**src/soc_pkg.sv**
```systemverilog
package soc_pkg;

	// ========================================================
	// Bus widths and memory map
	// ========================================================

	localparam int DATA_W = 32;
	localparam int ADDR_W = 32;

	// Word RAM, byte addresses 0x10000000 to 0x100003FC
	localparam int RAM_WORDS = 256;
	localparam int RAM_IDX_W = $clog2(RAM_WORDS);

	// Block RAM lives at 0x1xxxxxxx
	localparam logic [3:0] SEL_RAM = 4'h1;
	// DMA register block at 0x9xxxxxxx
	localparam logic [3:0] SEL_DMA = 4'h9;
	// Timer at 0xAxxxxxxx
	localparam logic [3:0] SEL_TIMER = 4'hA;

	// ========================================================
	// Register offsets, taken from address bits 3:2
	// ========================================================

	localparam logic [1:0] DMA_REG_SRC    = 2'd0;
	localparam logic [1:0] DMA_REG_DST    = 2'd1;
	localparam logic [1:0] DMA_REG_COUNT  = 2'd2;
	localparam logic [1:0] DMA_REG_STATUS = 2'd3;

	localparam logic [1:0] TMR_REG_COUNT   = 2'd0;
	localparam logic [1:0] TMR_REG_COMPARE = 2'd1;
	localparam logic [1:0] TMR_REG_CTRL    = 2'd2;

	// ========================================================
	// State encodings
	// ========================================================

	// Bus owner
	typedef enum logic [1:0] {
		GRANT_NONE,
		GRANT_HOST,
		GRANT_DMA
	} grant_t;

	// Copy engine
	typedef enum logic [1:0] {
		DMA_IDLE,
		DMA_READ,
		DMA_WRITE
	} dma_state_t;

endpackage

```
**src/dma_engine.sv**
```systemverilog
`timescale 1ns/1ps

module dma_engine (
	input  logic                        clock,
	input  logic                        i_rst_n,

	// Register port
	input  logic                        i_request,
	input  logic                        i_rw,
	input  logic [1:0]                  i_offset,
	input  logic [soc_pkg::DATA_W-1:0]  i_wdata,
	output logic [soc_pkg::DATA_W-1:0]  o_rdata,
	output logic                        o_ready,

	// Master port
	output logic                        o_mreq,
	output logic                        o_mrw,
	output logic [soc_pkg::ADDR_W-1:0]  o_maddr,
	output logic [soc_pkg::DATA_W-1:0]  o_mwdata,
	input  logic [soc_pkg::DATA_W-1:0]  i_mrdata,
	input  logic                        i_mready
);

	soc_pkg::dma_state_t state;

	logic [soc_pkg::ADDR_W-1:0] src_addr;
	logic [soc_pkg::ADDR_W-1:0] dst_addr;
	logic [soc_pkg::DATA_W-1:0] count;
	logic [soc_pkg::DATA_W-1:0] data;
	logic                       busy;
	logic                       accept;

	assign busy   = state != soc_pkg::DMA_IDLE;
	assign accept = i_request && !o_ready;

	// ========================================================
	// Register port
	// ========================================================

	always_ff @(posedge clock or negedge i_rst_n) begin
		if (!i_rst_n)
			o_ready <= 1'b0;
		else
			o_ready <= accept;
	end

	always_ff @(posedge clock) begin
		if (accept && !i_rw) begin
			case (i_offset)
				soc_pkg::DMA_REG_SRC:   o_rdata <= src_addr;
				soc_pkg::DMA_REG_DST:   o_rdata <= dst_addr;
				soc_pkg::DMA_REG_COUNT: o_rdata <= count;
				default:                o_rdata <= {{(soc_pkg::DATA_W-1){1'b0}}, busy};
			endcase
		end
	end

	// ========================================================
	// Copy FSM
	// ========================================================

	always_ff @(posedge clock or negedge i_rst_n) begin
		if (!i_rst_n) begin
			state    <= soc_pkg::DMA_IDLE;
			src_addr <= '0;
			dst_addr <= '0;
			count    <= '0;
		end else begin
			case (state)
				soc_pkg::DMA_IDLE: begin
					// Programming only while idle
					if (accept && i_rw) begin
						case (i_offset)
							soc_pkg::DMA_REG_SRC: src_addr <= i_wdata;
							soc_pkg::DMA_REG_DST: dst_addr <= i_wdata;
							soc_pkg::DMA_REG_COUNT: begin
								count <= i_wdata;
								if (i_wdata != '0)
									state <= soc_pkg::DMA_READ;
							end
							default: ;
						endcase
					end
				end
				soc_pkg::DMA_READ: begin
					if (i_mready)
						state <= soc_pkg::DMA_WRITE;
				end
				soc_pkg::DMA_WRITE: begin
					if (i_mready) begin
						src_addr <= src_addr + 4;
						dst_addr <= dst_addr + 4;
						count    <= count - 1;
						// Last word written
						state    <= (count == 1) ? soc_pkg::DMA_IDLE : soc_pkg::DMA_READ;
					end
				end
				default: state <= soc_pkg::DMA_IDLE;
			endcase
		end
	end

	// Word in flight between read and write
	always_ff @(posedge clock) begin
		if (state == soc_pkg::DMA_READ && i_mready)
			data <= i_mrdata;
	end

	assign o_mreq   = busy;
	assign o_mrw    = state == soc_pkg::DMA_WRITE;
	assign o_maddr  = (state == soc_pkg::DMA_WRITE) ? dst_addr : src_addr;
	assign o_mwdata = data;

	a_count_live: assert property (@(posedge clock) disable iff (!i_rst_n)
		busy |-> count != '0);

	// Master holds its transfer until the arbiter returns ready
	a_master_hold: assert property (@(posedge clock) disable iff (!i_rst_n)
		(o_mreq && !i_mready) |=> (o_mreq && $stable(o_maddr) && $stable(o_mrw)));

endmodule

```
**config.mk**
```make
export PLATFORM = sky130hd
export DESIGN_NAME = dma_engine
export DESIGN_NICKNAME = d
export VERILOG_FILES = /design/src/soc_pkg.sv /design/src/dma_engine.sv
export SDC_FILE = /design/constraint.sdc
export NUM_CORES = 1
export LEC_CHECK = 0
export ABC_AREA = 1
export BUFFER_PORTS_ARGS = -buffer_cell sky130_fd_sc_hd__buf_2
export CAP_MARGIN = 20
export CORE_AREA = 5 5 124 155
export DETAILED_ROUTE_END_ITERATION = 16
export DIE_AREA = 0 0 129 160
export GPL_ROUTABILITY_DRIVEN = 0
export PLACE_DENSITY_LB_ADDON = 0.05
export SLEW_MARGIN = 20
export SYNTH_ARGS = -nofsm -noshare
export SYNTH_HDL_FRONTEND = slang
export SYNTH_SLANG_ARGS = --single-unit
```
**constraint.sdc**
```tcl
create_clock -name clock -period 3.6 [get_ports clock]
set_clock_uncertainty 0.2 [all_clocks]
set_input_delay 0.18 -clock clock [delete_from_list [all_inputs] [get_ports clock]]
set_output_delay 0.18 -clock clock [all_outputs]
set_load 0.02 [all_outputs]
```
Word level (Yosys, flattened, before mapping)

Index checks and enable logic that the tools add are counted.

Bits in registers: 163
Input bits: 71
Output and inout port bits: 99
Logic and storage cells: 58

Add/subtract/negate cells: 3
Equality and inequality tests: 12
Muxes and demuxes: 21
Reduce and logical (&&, ||, !) cells: 15

Operators with widths:

| operator                                                                | number |
|---|---|
| 32-bit two-way mux                                                      | 10 |
| 32-bit one-hot mux with 2 select lines                                  | 3 |
| 32-bit one-hot mux with 3 select lines                                  | 1 |
| 32-bit by 3-bit adder with 32-bit output (second input constant)        | 2 |
| 32-bit by 1-bit equality test with 1-bit output (second input constant) | 1 |
| 32-bit nonzero test                                                     | 1 |
| 32-bit by 1-bit subtractor with 32-bit output (second input constant)   | 1 |
| 4-bit AND reduction                                                     | 3 |
| 2-bit two-way mux                                                       | 5 |
| 2-bit by 1-bit != test with 1-bit output (second input constant)        | 4 |
| 2-bit != test (second input constant)                                   | 3 |
| 2-bit one-hot mux with 3 select lines                                   | 1 |
| 5-bit AND reduction                                                     | 1 |
| 2-bit by 1-bit equality test with 1-bit output (second input constant)  | 2 |
| 2-bit equality test (second input constant)                             | 2 |
| 1-bit logical AND                                                       | 4 |
| 2-bit zero test                                                         | 2 |
| 2-bit nonzero test                                                      | 2 |
| 1-bit zero test                                                         | 2 |
| 1-bit two-way mux                                                       | 1 |

Depth between registers and ports, before layout

Gate-level depths: netlist of run 1.

Depth after elaboration: 5
Depth in mapped cells: 13
Mapped depth without buffers: 12

Worst setup path before layout of run 1

Ideal clock, no wire load.

Path kind: register to register
Start point: register o_ready
End point: register o_rdata[0] (netlist bit), enable pin
Setup time: 0.461 ns
Arrival: 2.744 ns
Data required time: 2.939 ns
Slack: 0.195 ns
Cell stages (with the launch flop): 2
Path buffers: 0
Clock period less this slack: 3.405 ns
Path through: dfrtp_1 nor3_1

Cells in the longest elaborated chain, start to end: 3

RTL lines:

| what                   | line             | source |
|---|---|---|
| start, declared        | dma_engine.sv:13 | `output logic o_ready,` |
| start signal, assigned | dma_engine.sv:44 | `o_ready <= accept;` |
| 1-bit zero test        | dma_engine.sv:34 | `assign accept = i_request && !o_ready;` |
| 1-bit logical AND      | dma_engine.sv:34 |  |
| 1-bit logical AND      | dma_engine.sv:48 | `if (accept && !i_rw) begin` |
| end signal, assigned   | dma_engine.sv:50 | `soc_pkg::DMA_REG_SRC: o_rdata <= src_addr;` |
| end signal, assigned   | dma_engine.sv:51 | `soc_pkg::DMA_REG_DST: o_rdata <= dst_addr;` |
| end signal, assigned   | dma_engine.sv:52 | `soc_pkg::DMA_REG_COUNT: o_rdata <= count;` |
| end, declared          | dma_engine.sv:12 | `output logic [soc_pkg::DATA_W-1:0] o_rdata,` |

No other way between the ends.
A chain may end at the register's enable or synchronous reset.

Worst setup path in the final report of run 1

Start point: register state[1]
End point: output o_maddr[26] (netlist bit)

Cells in the longest elaborated chain, start to end: 2

RTL lines:

| what                   | line              | source |
|---|---|---|
| start, declared        | dma_engine.sv:24  | `soc_pkg::dma_state_t state;` |
| start signal, assigned | dma_engine.sv:64  | `state <= soc_pkg::DMA_IDLE;` |
| start signal, assigned | dma_engine.sv:79  | `state <= soc_pkg::DMA_READ;` |
| start signal, assigned | dma_engine.sv:87  | `state <= soc_pkg::DMA_WRITE;` |
| 2-bit equality test    | dma_engine.sv:111 | `assign o_maddr = (state == soc_pkg::DMA_WRITE) ? dst_addr : src_addr;` |
| 32-bit two-way mux     | dma_engine.sv:111 |  |
| end, declared          | dma_engine.sv:18  | `output logic [soc_pkg::ADDR_W-1:0] o_maddr,` |

No other way between the ends.

==> flow_metrics.py, run 1 <==
metrics = {
    "outcome": {
        "outcome": "finished clean",
    },
    "critical_path": {
        "crit_cells": 5,
        "worstSetupPathType": "reg2out",
        "start_kind": "register",
        "path_delay_family": "buffers and inverters",
        "path_cells": "nand2_4, buf_4, nor2_1, a21oi_1, buf_2",
        "cp_data_arrival_time_ns": 2.48,
        "reg2regPathDepth": 10,
        "path_buf_inv": 2,
        "critical_path.max_stage_delay_ns": 0.60,
        "crit_path_end_kind": "output pin",
        "critical_path_required_ns": 3.22,
        "cpMaxStageDelayCell": "buf_4",
        "crit_path_max_fanout": 59,
    },
    "synthesis": {
        "ys_seq_area_share_pct": 44.9,
        "synth.distinct_cells": 38,
        "synth_ff_type": "dfrtp_1",
        "synthesis.nets": 1455,
        "synth_area_sq_mm": 0.00979,
        "synth_edf_count": 64,
        "synthCells": 1380,
        "yosysTopAreaCellShare_pct": 25.3,
        "synthMostInstantiatedCell": "nand2_1",
        "ys_ff_latch": 163,
        "yosysWarningCount": 0,
        "netlist_top_cells_count": "nand2_1, nor2_1, inv_1",
        "post_synth.cell_area_avg_sq_um": 7.09,
        "synth-async-reset-ratio_pct": 60.7,
        "synth_top_area_cell": "dfrtp_1",
        "synthTopCellsByArea": "dfrtp_1, edfxtp_1, nand2_1",
    },
    "die": {
        "die_w_um": 129,
        "fp-row-count": 54,
        "dieArea_sq_mm": 0.0206,
        "start_util_pct": 56.2,
        "ios": 170,
        "core_area_sq_mm": 0.0174,
        "die_y_um": 160,
    },
    "final_layout": {
        "nFillCells": 1518,
        "multi_input_area_sq_mm": 0.00457,
        "area_growth_pct": 21.2,
        "antenna_cells": 0,
        "drive_above_1_share_pct": 14.7,
        "regArea_sq_mm": 0.00440,
        "layout.nets": 1656,
    },
    "sta": {
        "finalCritPeriodShare_pct": 79.3,
        "setup_viol": 0,
        "finalSetupTns_ns": 0,
        "relSlewSlack_pct": 54.2,
        "fmax_mhz": 350,
        "fin_crit_ns": 2.86,
        "worst-slew-pin-transition_ns": 0.687,
        "hold_viol_final": 0,
        "setup_slack_ns": 0.743,
        "slew_violations": 0,
        "rsz0062_at_grt": "false",
    },
    "clock_tree": {
        "numCtsBuffers": 17,
        "post_cts_resize_count": 0,
        "cts_buffer_depth": 2,
        "clock_latency_ns": 0.44,
        "clk_pin_slew_ns": 0.07,
        "clock-sinks": 163,
        "clockRootBuffer": "clkbuf_16",
        "cts_max_level": 4,
        "cts_tree": "built",
    },
    "detailed_routing": {
        "routedWlPerCell_um": 18.9,
        "ant_nets": 0,
        "routed_wirelength_um": 34500,
        "drt_pass1_iterations": 7,
        "drt_iter0_drc": 1453,
        "vias": 10337,
        "via_per_inst": 5.69,
        "route.detailed.drc": 0,
    },
    "place": {
        "post-place-ws_ns": 0.983,
        "io_buffers": 169,
        "hpwl_um": 25000,
    },
    "power": {
        "ir_drop_mv": 0.530,
        "p_leak_nw": 5.44,
        "finalPower_mw": 9.46,
        "power.density_mw_per_mm2": 797,
    },
    "grt": {
        "antenna_found_initial": 0,
        "grt_overflow": 0,
        "grt_max_degree": 95,
        "grt_usage_pct": 33.2,
        "grt_pass1_vias": 9842,
        "grt_pass1_wl_um": 53200,
    },
    "hold_path": {
        "holdCritPathClass": "in2reg",
        "min_path_cells": 3,
    },
    "flow_run": {
        "drv_cap": 0,
    },
}
-- per-stage QoR --
stage	util, %	cell area [sq um]	hold slack, ns	instances
3_3_place_gp	62.0	10800	0.0414	1738
4_1_cts	67.9	11800	0.00332	1817
3_5_place_dp	62.0	10800	0.0395	1738
5_1_grt	68.1	11900	0.00923	1818
2_1_floorplan	-	9790	-0.316	1380
6_report	68.1	11900	0.00843	1818
-- final cells by class --
cell class	count	area share, %
repair buffers	231	12.4
clock inverters	13	1.05
multi-input cells	1013	38.5
inverters	155	4.90
clock buffers	19	3.65
well taps	224	2.36
flip-flops and latches	163	37.1
-- metal layers --
metal | up-vias | track usage, % | part of all wire (%)
met4 | 0 | 17.0 | 5.2
met3 | 96 | 6.48 | 11
li1 | 4893 | - | -
met1 | 4678 | 45.3 | 39
met2 | 670 | 50.1 | 44
met5 | - | 0 | 0
-- placed cells by master, fill, tap and decap left out, drive strengths merged --
cell type	n
o2111ai	1
o211ai	7
clkinv	6
ha	4
nor3	15
nand3	86
nand3b	1
o22ai	3
a22o	1
nor2	282
dlygate4sd3	47
xor2	10
o221ai	25
buf	183
a21oi	63
o21a	3
o41ai	1
dfrtp	99
nand4	9
xnor2	2
a22oi	3
nand2	372
and2	1
inv	159
or2	1
clkbuf	20
edfxtp	64
bufinv	1
a31oi	16
clkinvlp	2
o21ai	104
o21bai	3
-- power breakdown --
| group | internal (mW) | total, mW | switching, mW |
|---|---|---|---|
| Clock | 0.964 | 1.78 | 0.816 |
| Sequential | 2.59 | 3.39 | 0.792 |
| Combinational | 1.32 | 4.30 | 2.97 |
| Total | 4.88 | 9.46 | 4.58 |
-- registers in the layout, indices dropped and copies added (netlist names) --
name,flops
o_rdata,32
src_addr,32
o_ready,1
dst_addr,32
o_mwdata,32
state,2
count,32
-- timing repair --
item	CTS	global route
hold endpoints to repair	99	0
hold buffers	47	0
buffers inserted	0	0
-- worst reg2reg max path, delay by kind of cell, from the launching register on --
family / cells / cell delay [ns]
AOI/OAI and AO/OA: 1 / 0.11
DFF: 1 / 0.51
and+or+nand+nor: 6 / 1.30
buffers and inverters: 3 / 0.48
-- final timing paths --
check	start	to	slack [ns]
min reg2reg	count[21]	count[21]	0.33
max	state[1]	o_maddr[26]	0.74
min	i_wdata[10]	dst_addr[10]	0.008
min in group asynchronous	i_rst_n	dst_addr[4]	0.11
max in group asynchronous	i_rst_n	src_addr[23]	2.33
max reg2reg	state[1]	dst_addr[25]	0.90
-- kinds of logic (layout without fill, tap and decap cells) --
kind of cell,count (synthesis),count (layout),share of synthesized area [%]
compound gates,230,230,13.5
xor+xnor,12,12,1.07
fa+ha+maj,4,4,0.511
buf+inv,204,418,8.44
flops,163,163,44.9
simple gates,767,767,31.5
Power figures use the tool's default switching activity.
==> run 2, diff against run 1 <==
==> constraint.sdc (replaced) <==
create_clock -name clock -period 2.8 [get_ports clock]
set_clock_uncertainty 0.2 [all_clocks]
set_input_delay 0.14 -clock clock [delete_from_list [all_inputs] [get_ports clock]]
set_output_delay 0.14 -clock clock [all_outputs]
set_load 0.02 [all_outputs]
==> run 2 against run 1 <==
- setup slack worse by 0.46 ns
- clock-buffer cell count is 2 higher
- combinational power is 30% higher
- total power is 32% higher
- die area stayed put
- clock power is 40% higher
- sequential cell count stayed put
- core utilization is 1.2 points higher
- highest routed layer unchanged
==> flow_metrics.py, run 2 (same netlist as run 1, synthesis figures left out) <==
metrics = {
    "outcome": {
        "outcome": "finished clean",
    },
    "clock_tree": {
        "cts_tree": "built",
        "post_cts_resize_count": 0,
        "cts_buffer_depth": 2,
        "clk_pin_slew_ns": 0.07,
        "postCtsSetupRepairBufs": 0,
        "cts_hold_buf": 58,
        "clockRootBuffer": "clkbuf_16",
        "clock_latency_ns": 0.44,
        "numCtsBuffers": 17,
        "cts_max_level": 4,
        "clock-sinks": 163,
    },
    "sta": {
        "holdWs_ns": 0.0000714,
        "finalCritPeriodShare_pct": 89.8,
        "fmax_mhz": 398,
        "setup_slack_ns": 0.286,
        "setup_viol": 0,
        "fin_crit_ns": 2.51,
        "finalSetupTns_ns": 0,
        "worst-slew-pin-transition_ns": 0.925,
        "relSlewSlack_pct": 38.3,
        "rsz0062_at_grt": "false",
        "slew_violations": 0,
        "hold_viol_final": 0,
    },
    "detailed_routing": {
        "drt_iter0_drc": 1716,
        "drt_pass1_iterations": 10,
        "routedWlPerCell_um": 19.1,
        "vias": 10708,
        "routed_wirelength_um": 34900,
        "via_per_inst": 5.84,
        "route.detailed.drc": 0,
        "ant_nets": 0,
    },
    "grt": {
        "grt_pass1_vias": 9900,
        "grt_pass1_wl_um": 53300,
        "grt_usage_pct": 33.2,
        "antenna_found_initial": 0,
        "grt_overflow": 0,
        "grt_max_degree": 95,
    },
    "final_layout": {
        "layout_commonest_cell": "nand2_1",
        "layout.nets": 1670,
        "area_growth_pct": 23.3,
        "layout.cells.non_filler": 1832,
        "layout_common_cells": "nand2_1, nor2_1, buf_2, inv_1, dfrtp_1",
        "drive_above_1_share_pct": 14.9,
        "antenna_cells": 0,
    },
    "die": {
        "start_util_pct": 56.2,
        "fp-row-count": 54,
        "die_w_um": 129,
        "core_area_sq_mm": 0.0174,
        "ios": 170,
        "die_y_um": 160,
        "dieArea_sq_mm": 0.0206,
    },
    "hold_path": {
        "hold_end": "state[0]",
        "hold_start": "i_wdata[28]",
        "holdCritPathClass": "in2reg",
        "min_path_cells": 7,
    },
    "critical_path": {
        "cp_data_arrival_time_ns": 2.17,
        "worstSetupPathType": "reg2out",
        "start_kind": "register",
        "r2r-end": "src_addr[11]",
        "critical_path_required_ns": 2.46,
        "crit_path_end_kind": "output pin",
        "r2r_slack_ns": 0.46,
        "timing.rr.start": "state[1]",
        "reg2regPathDepth": 10,
        "crit_path_max_fanout": 94,
    },
    "flow_run": {
        "drv_cap": 0,
    },
    "place": {
        "hpwl_um": 25300,
        "post-place-ws_ns": 0.520,
        "dp.cells": 1742,
        "io_buffers": 169,
    },
    "power": {
        "p_leak_nw": 5.54,
        "ir_drop_mv": 0.546,
        "power.density_mw_per_mm2": 1030,
        "finalPower_mw": 12.5,
    },
}
-- run 2: stage by stage --
stage	area, sq um	utilization (%)
CTS	12100	69.3
global placement	10900	62.4
finish	12100	69.3
global route	12100	69.3
floorplan	9800	-
detailed placement	10900	62.4
-- run 2: critical path, stage by stage, from the launching register on --
cell and delay, ns:
dfrtp_1 0.57, nand2_4 0.16, inv_2 0.12, buf_12 0.34, nand2_1 0.09, o21ai_0 0.13
buf_2 0.22
-- run 2: power by group --
part | switching, mW | leakage, nW | internal (mW)
sequential | 1.02 | 1.74 | 3.34
clock | 1.06 | 0.300 | 1.44
combinational | 3.87 | 3.49 | 1.73
-- run 2: how the worst max path moves through the flow --
stage | startpoint | to | slack [ns]
detailed placement | state[1] | src_addr[11] | 0.52
floorplan | o_ready | o_rdata[0] | 0.36
global route | state[1] | o_maddr[21] | 0.23
global placement | state[1] | src_addr[11] | 0.57
finish | state[1] | o_maddr[24] | 0.29
CTS | state[1] | o_maddr[6] | 0.35
-- run 2: layout make-up --
class,count,area [sq um]
inverters,155,582
clock inverters,11,139
repair buffers,245,1610
flip-flops and latches,163,4400
well taps,224,280
multi-input cells,1013,4580
fillers,1516,5360
clock buffers,21,482
-- run 2: layer usage --
| metal | vias up | track usage (%) | wire length [um] |
|---|---|---|---|
| li1 | 4941 | - | - |
| met1 | 4868 | 44.9 | 13300 |
| met2 | 764 | 51.2 | 15700 |
| met3 | 135 | 6.45 | 3980 |
| met4 | 0 | 16.0 | 1940 |
| met5 | - | 0 | 0 |
==> run 3, diff against run 2 <==
--- a/config.mk
+++ b/config.mk
@@ -13,7 +13,6 @@
 export DIE_AREA = 0 0 129 160
 export GPL_ROUTABILITY_DRIVEN = 0
 export PLACE_DENSITY_LB_ADDON = 0.05
-export SLEW_MARGIN = 20
 export SYNTH_ARGS = -nofsm -noshare
 export SYNTH_HDL_FRONTEND = slang
 export SYNTH_SLANG_ARGS = --single-unit
==> constraint.sdc (replaced) <==
create_clock -name clock -period 2.8 [get_ports clock]
set_clock_uncertainty 0.2 [all_clocks]
set_input_delay 0.14 -clock clock [delete_from_list [all_inputs] [get_ports clock]]
set_output_delay 0.14 -clock clock [all_outputs]
set_load 0.005 [all_outputs]
==> run 3 against run 2 <==
- register-to-register slack worse by 0.06 ns
- sequential power about the same
- worst hold slack better by 0.0019 ns
- die area unchanged
- core utilization down 0.18 points
- combinational power down 8.4%
- total power down 5.0%
- wire length unchanged
==> flow_metrics.py, run 3 (same netlist as run 1, synthesis figures left out) <==
metrics = {
    "grt": {
        "grt_overflow": 0,
        "grt_pass1_wl_um": 52700,
        "grt_pass1_vias": 9878,
        "grt_usage_pct": 33.1,
        "grt_max_degree": 95,
        "antenna_found_initial": 0,
    },
    "detailed_routing": {
        "route.detailed.drc": 0,
        "via_per_inst": 5.75,
        "routed_wirelength_um": 34900,
        "ant_nets": 0,
        "vias": 10554,
        "routedWlPerCell_um": 19.0,
        "drt_iter0_drc": 1454,
        "drt_pass1_iterations": 7,
    },
    "clock_tree": {
        "postCtsSetupRepairBufs": 0,
        "clock_latency_ns": 0.44,
        "post_cts_resize_count": 0,
        "numCtsBuffers": 17,
        "clockRootBuffer": "clkbuf_16",
        "clock-sinks": 163,
        "cts_buffer_depth": 2,
        "cts_max_level": 4,
        "cts_hold_buf": 58,
        "cts_tree": "built",
        "clk_pin_slew_ns": 0.07,
    },
    "power": {
        "combPwrFrac_pct": 43.4,
        "p_leak_nw": 5.51,
        "internal_power_mw": 6.33,
        "seq_power_share_pct": 36.8,
        "p_sw_mw": 5.50,
        "finalPower_mw": 11.8,
        "p_clk_share_pct": 19.9,
        "ir_drop_mv": 0.512,
        "switching_share_pct": 46.5,
        "power.density_mw_per_mm2": 982,
    },
    "critical_path": {
        "cp_data_arrival_time_ns": 2.12,
        "start_kind": "register",
        "path_cells": "nand2_4, inv_2, buf_12, nand2_1, o21ai_0, buf_2",
        "cpMaxStageDelayCell": "dfrtp_1",
        "worstSetupPathType": "reg2out",
        "crit_path_end_kind": "output pin",
        "critical_path.max_stage_delay_ns": 0.53,
        "startpoint": "state[1]",
        "crit_path_max_fanout": 94,
        "critical_path_required_ns": 2.46,
        "path_buf_inv": 3,
        "path_delay_family": "buffers and inverters",
        "timing.rr.start": "state[1]",
    },
    "final_layout": {
        "layout_commonest_cell": "nand2_1",
        "antenna_cells": 0,
        "drive_above_1_share_pct": 14.9,
        "post-route-util_pct": 69.1,
        "layout_common_cells": "nand2_1, nor2_1, buf_2, inv_1, dfrtp_1",
        "area_growth_pct": 23.0,
        "layout.nets": 1672,
    },
    "die": {
        "die_w_um": 129,
        "fp-row-count": 54,
        "start_util_pct": 56.2,
        "core_area_sq_mm": 0.0174,
        "die_y_um": 160,
        "ios": 170,
        "dieArea_sq_mm": 0.0206,
    },
    "sta": {
        "fin_crit_ns": 2.46,
        "slew_violations": 0,
        "worst-slew-pin-transition_ns": 0.980,
        "rsz0062_at_grt": "false",
        "finalSetupTns_ns": 0,
        "setup_viol": 0,
        "finalCritPeriodShare_pct": 88.0,
        "hold_viol_final": 0,
        "relSlewSlack_pct": 34.6,
        "holdWs_ns": 0.00192,
        "fmax_mhz": 406,
    },
    "hold_path": {
        "holdCritPathClass": "in2reg",
        "hold_start": "i_wdata[4]",
    },
    "flow_run": {
        "drv_cap": 0,
    },
    "outcome": {
        "outcome": "finished clean",
    },
    "place": {
        "io_buffers": 169,
        "hpwl_um": 25600,
    },
}
## run 3: changes by cell type in the layout (fill, tap and decap cells not counted)
cell	change
buf_4	+2
bufinv_16	-1
clkbuf_16	-1
clkbuf_8	-2
clkinv_1	+1
clkinv_4	+1
clkinvlp_4	+1
inv_4	-1
inv_8	+2
## run 3: layer usage
metal / part of all wire [%] / GRT usage (%) / wire [um]
met1: 38 / 44.4 / 13100
met3: 12 / 6.52 / 4230
met4: 5.8 / 17.0 / 2010
met2: 44 / 50.8 / 15500
met5: 0 / 0 / 0
## run 3: path summary, 6_finish.rpt
kind	cells after the start	slack (ns)	endpoint
worst min register to register	2	0.33	dst_addr[0]
max in group asynchronous	3	1.62	dst_addr[31]
worst min-delay path	3	0.002	src_addr[4]
worst max register to register	8	0.40	dst_addr[25]
worst max-delay path	6	0.34	o_maddr[23]
min in group asynchronous	2	0.04	dst_addr[4]
## run 3: power groups by stage
stage	combinational, mW	clock (mW)	sequential [mW]
2_1_floorplan	3.38	0	4.03
3_3_place_gp	4.86	0	4.30
3_5_place_dp	4.95	0	4.32
4_1_cts	5.03	2.35	4.29
5_1_grt	5.69	2.47	4.44
6_report	5.13	2.35	4.35
## run 3: final cells by class
class	count	area (sq um)
tap	224	280
fill	1516	5390
sequential	163	4400
timing repair buffer	247	1630
multi-input combinational	1013	4580
inverter	155	582
clock buffer	18	429
clock inverter	14	145
## run 3: per-stage QoR
stage / std cells / worst slack (ns) / area, sq um
2_1_floorplan: 1380 / 0.408 / 9800
3_3_place_gp: 1744 / 0.532 / 10900
3_5_place_dp: 1744 / 0.459 / 10900
4_1_cts: 1834 / 0.416 / 12000
5_1_grt: 1834 / 0.267 / 12000
6_report: 1834 / 0.336 / 12000
## run 3: worst register-to-register path, stage by stage (launching register included)
cell     delay, ns
dfrtp_1       0.53
buf_4         0.31
o21ai_1       0.15
nor2_4        0.44
inv_2         0.30
nor2_1        0.17
nand2_1       0.06
o21ai_1       0.11
inv_1         0.05
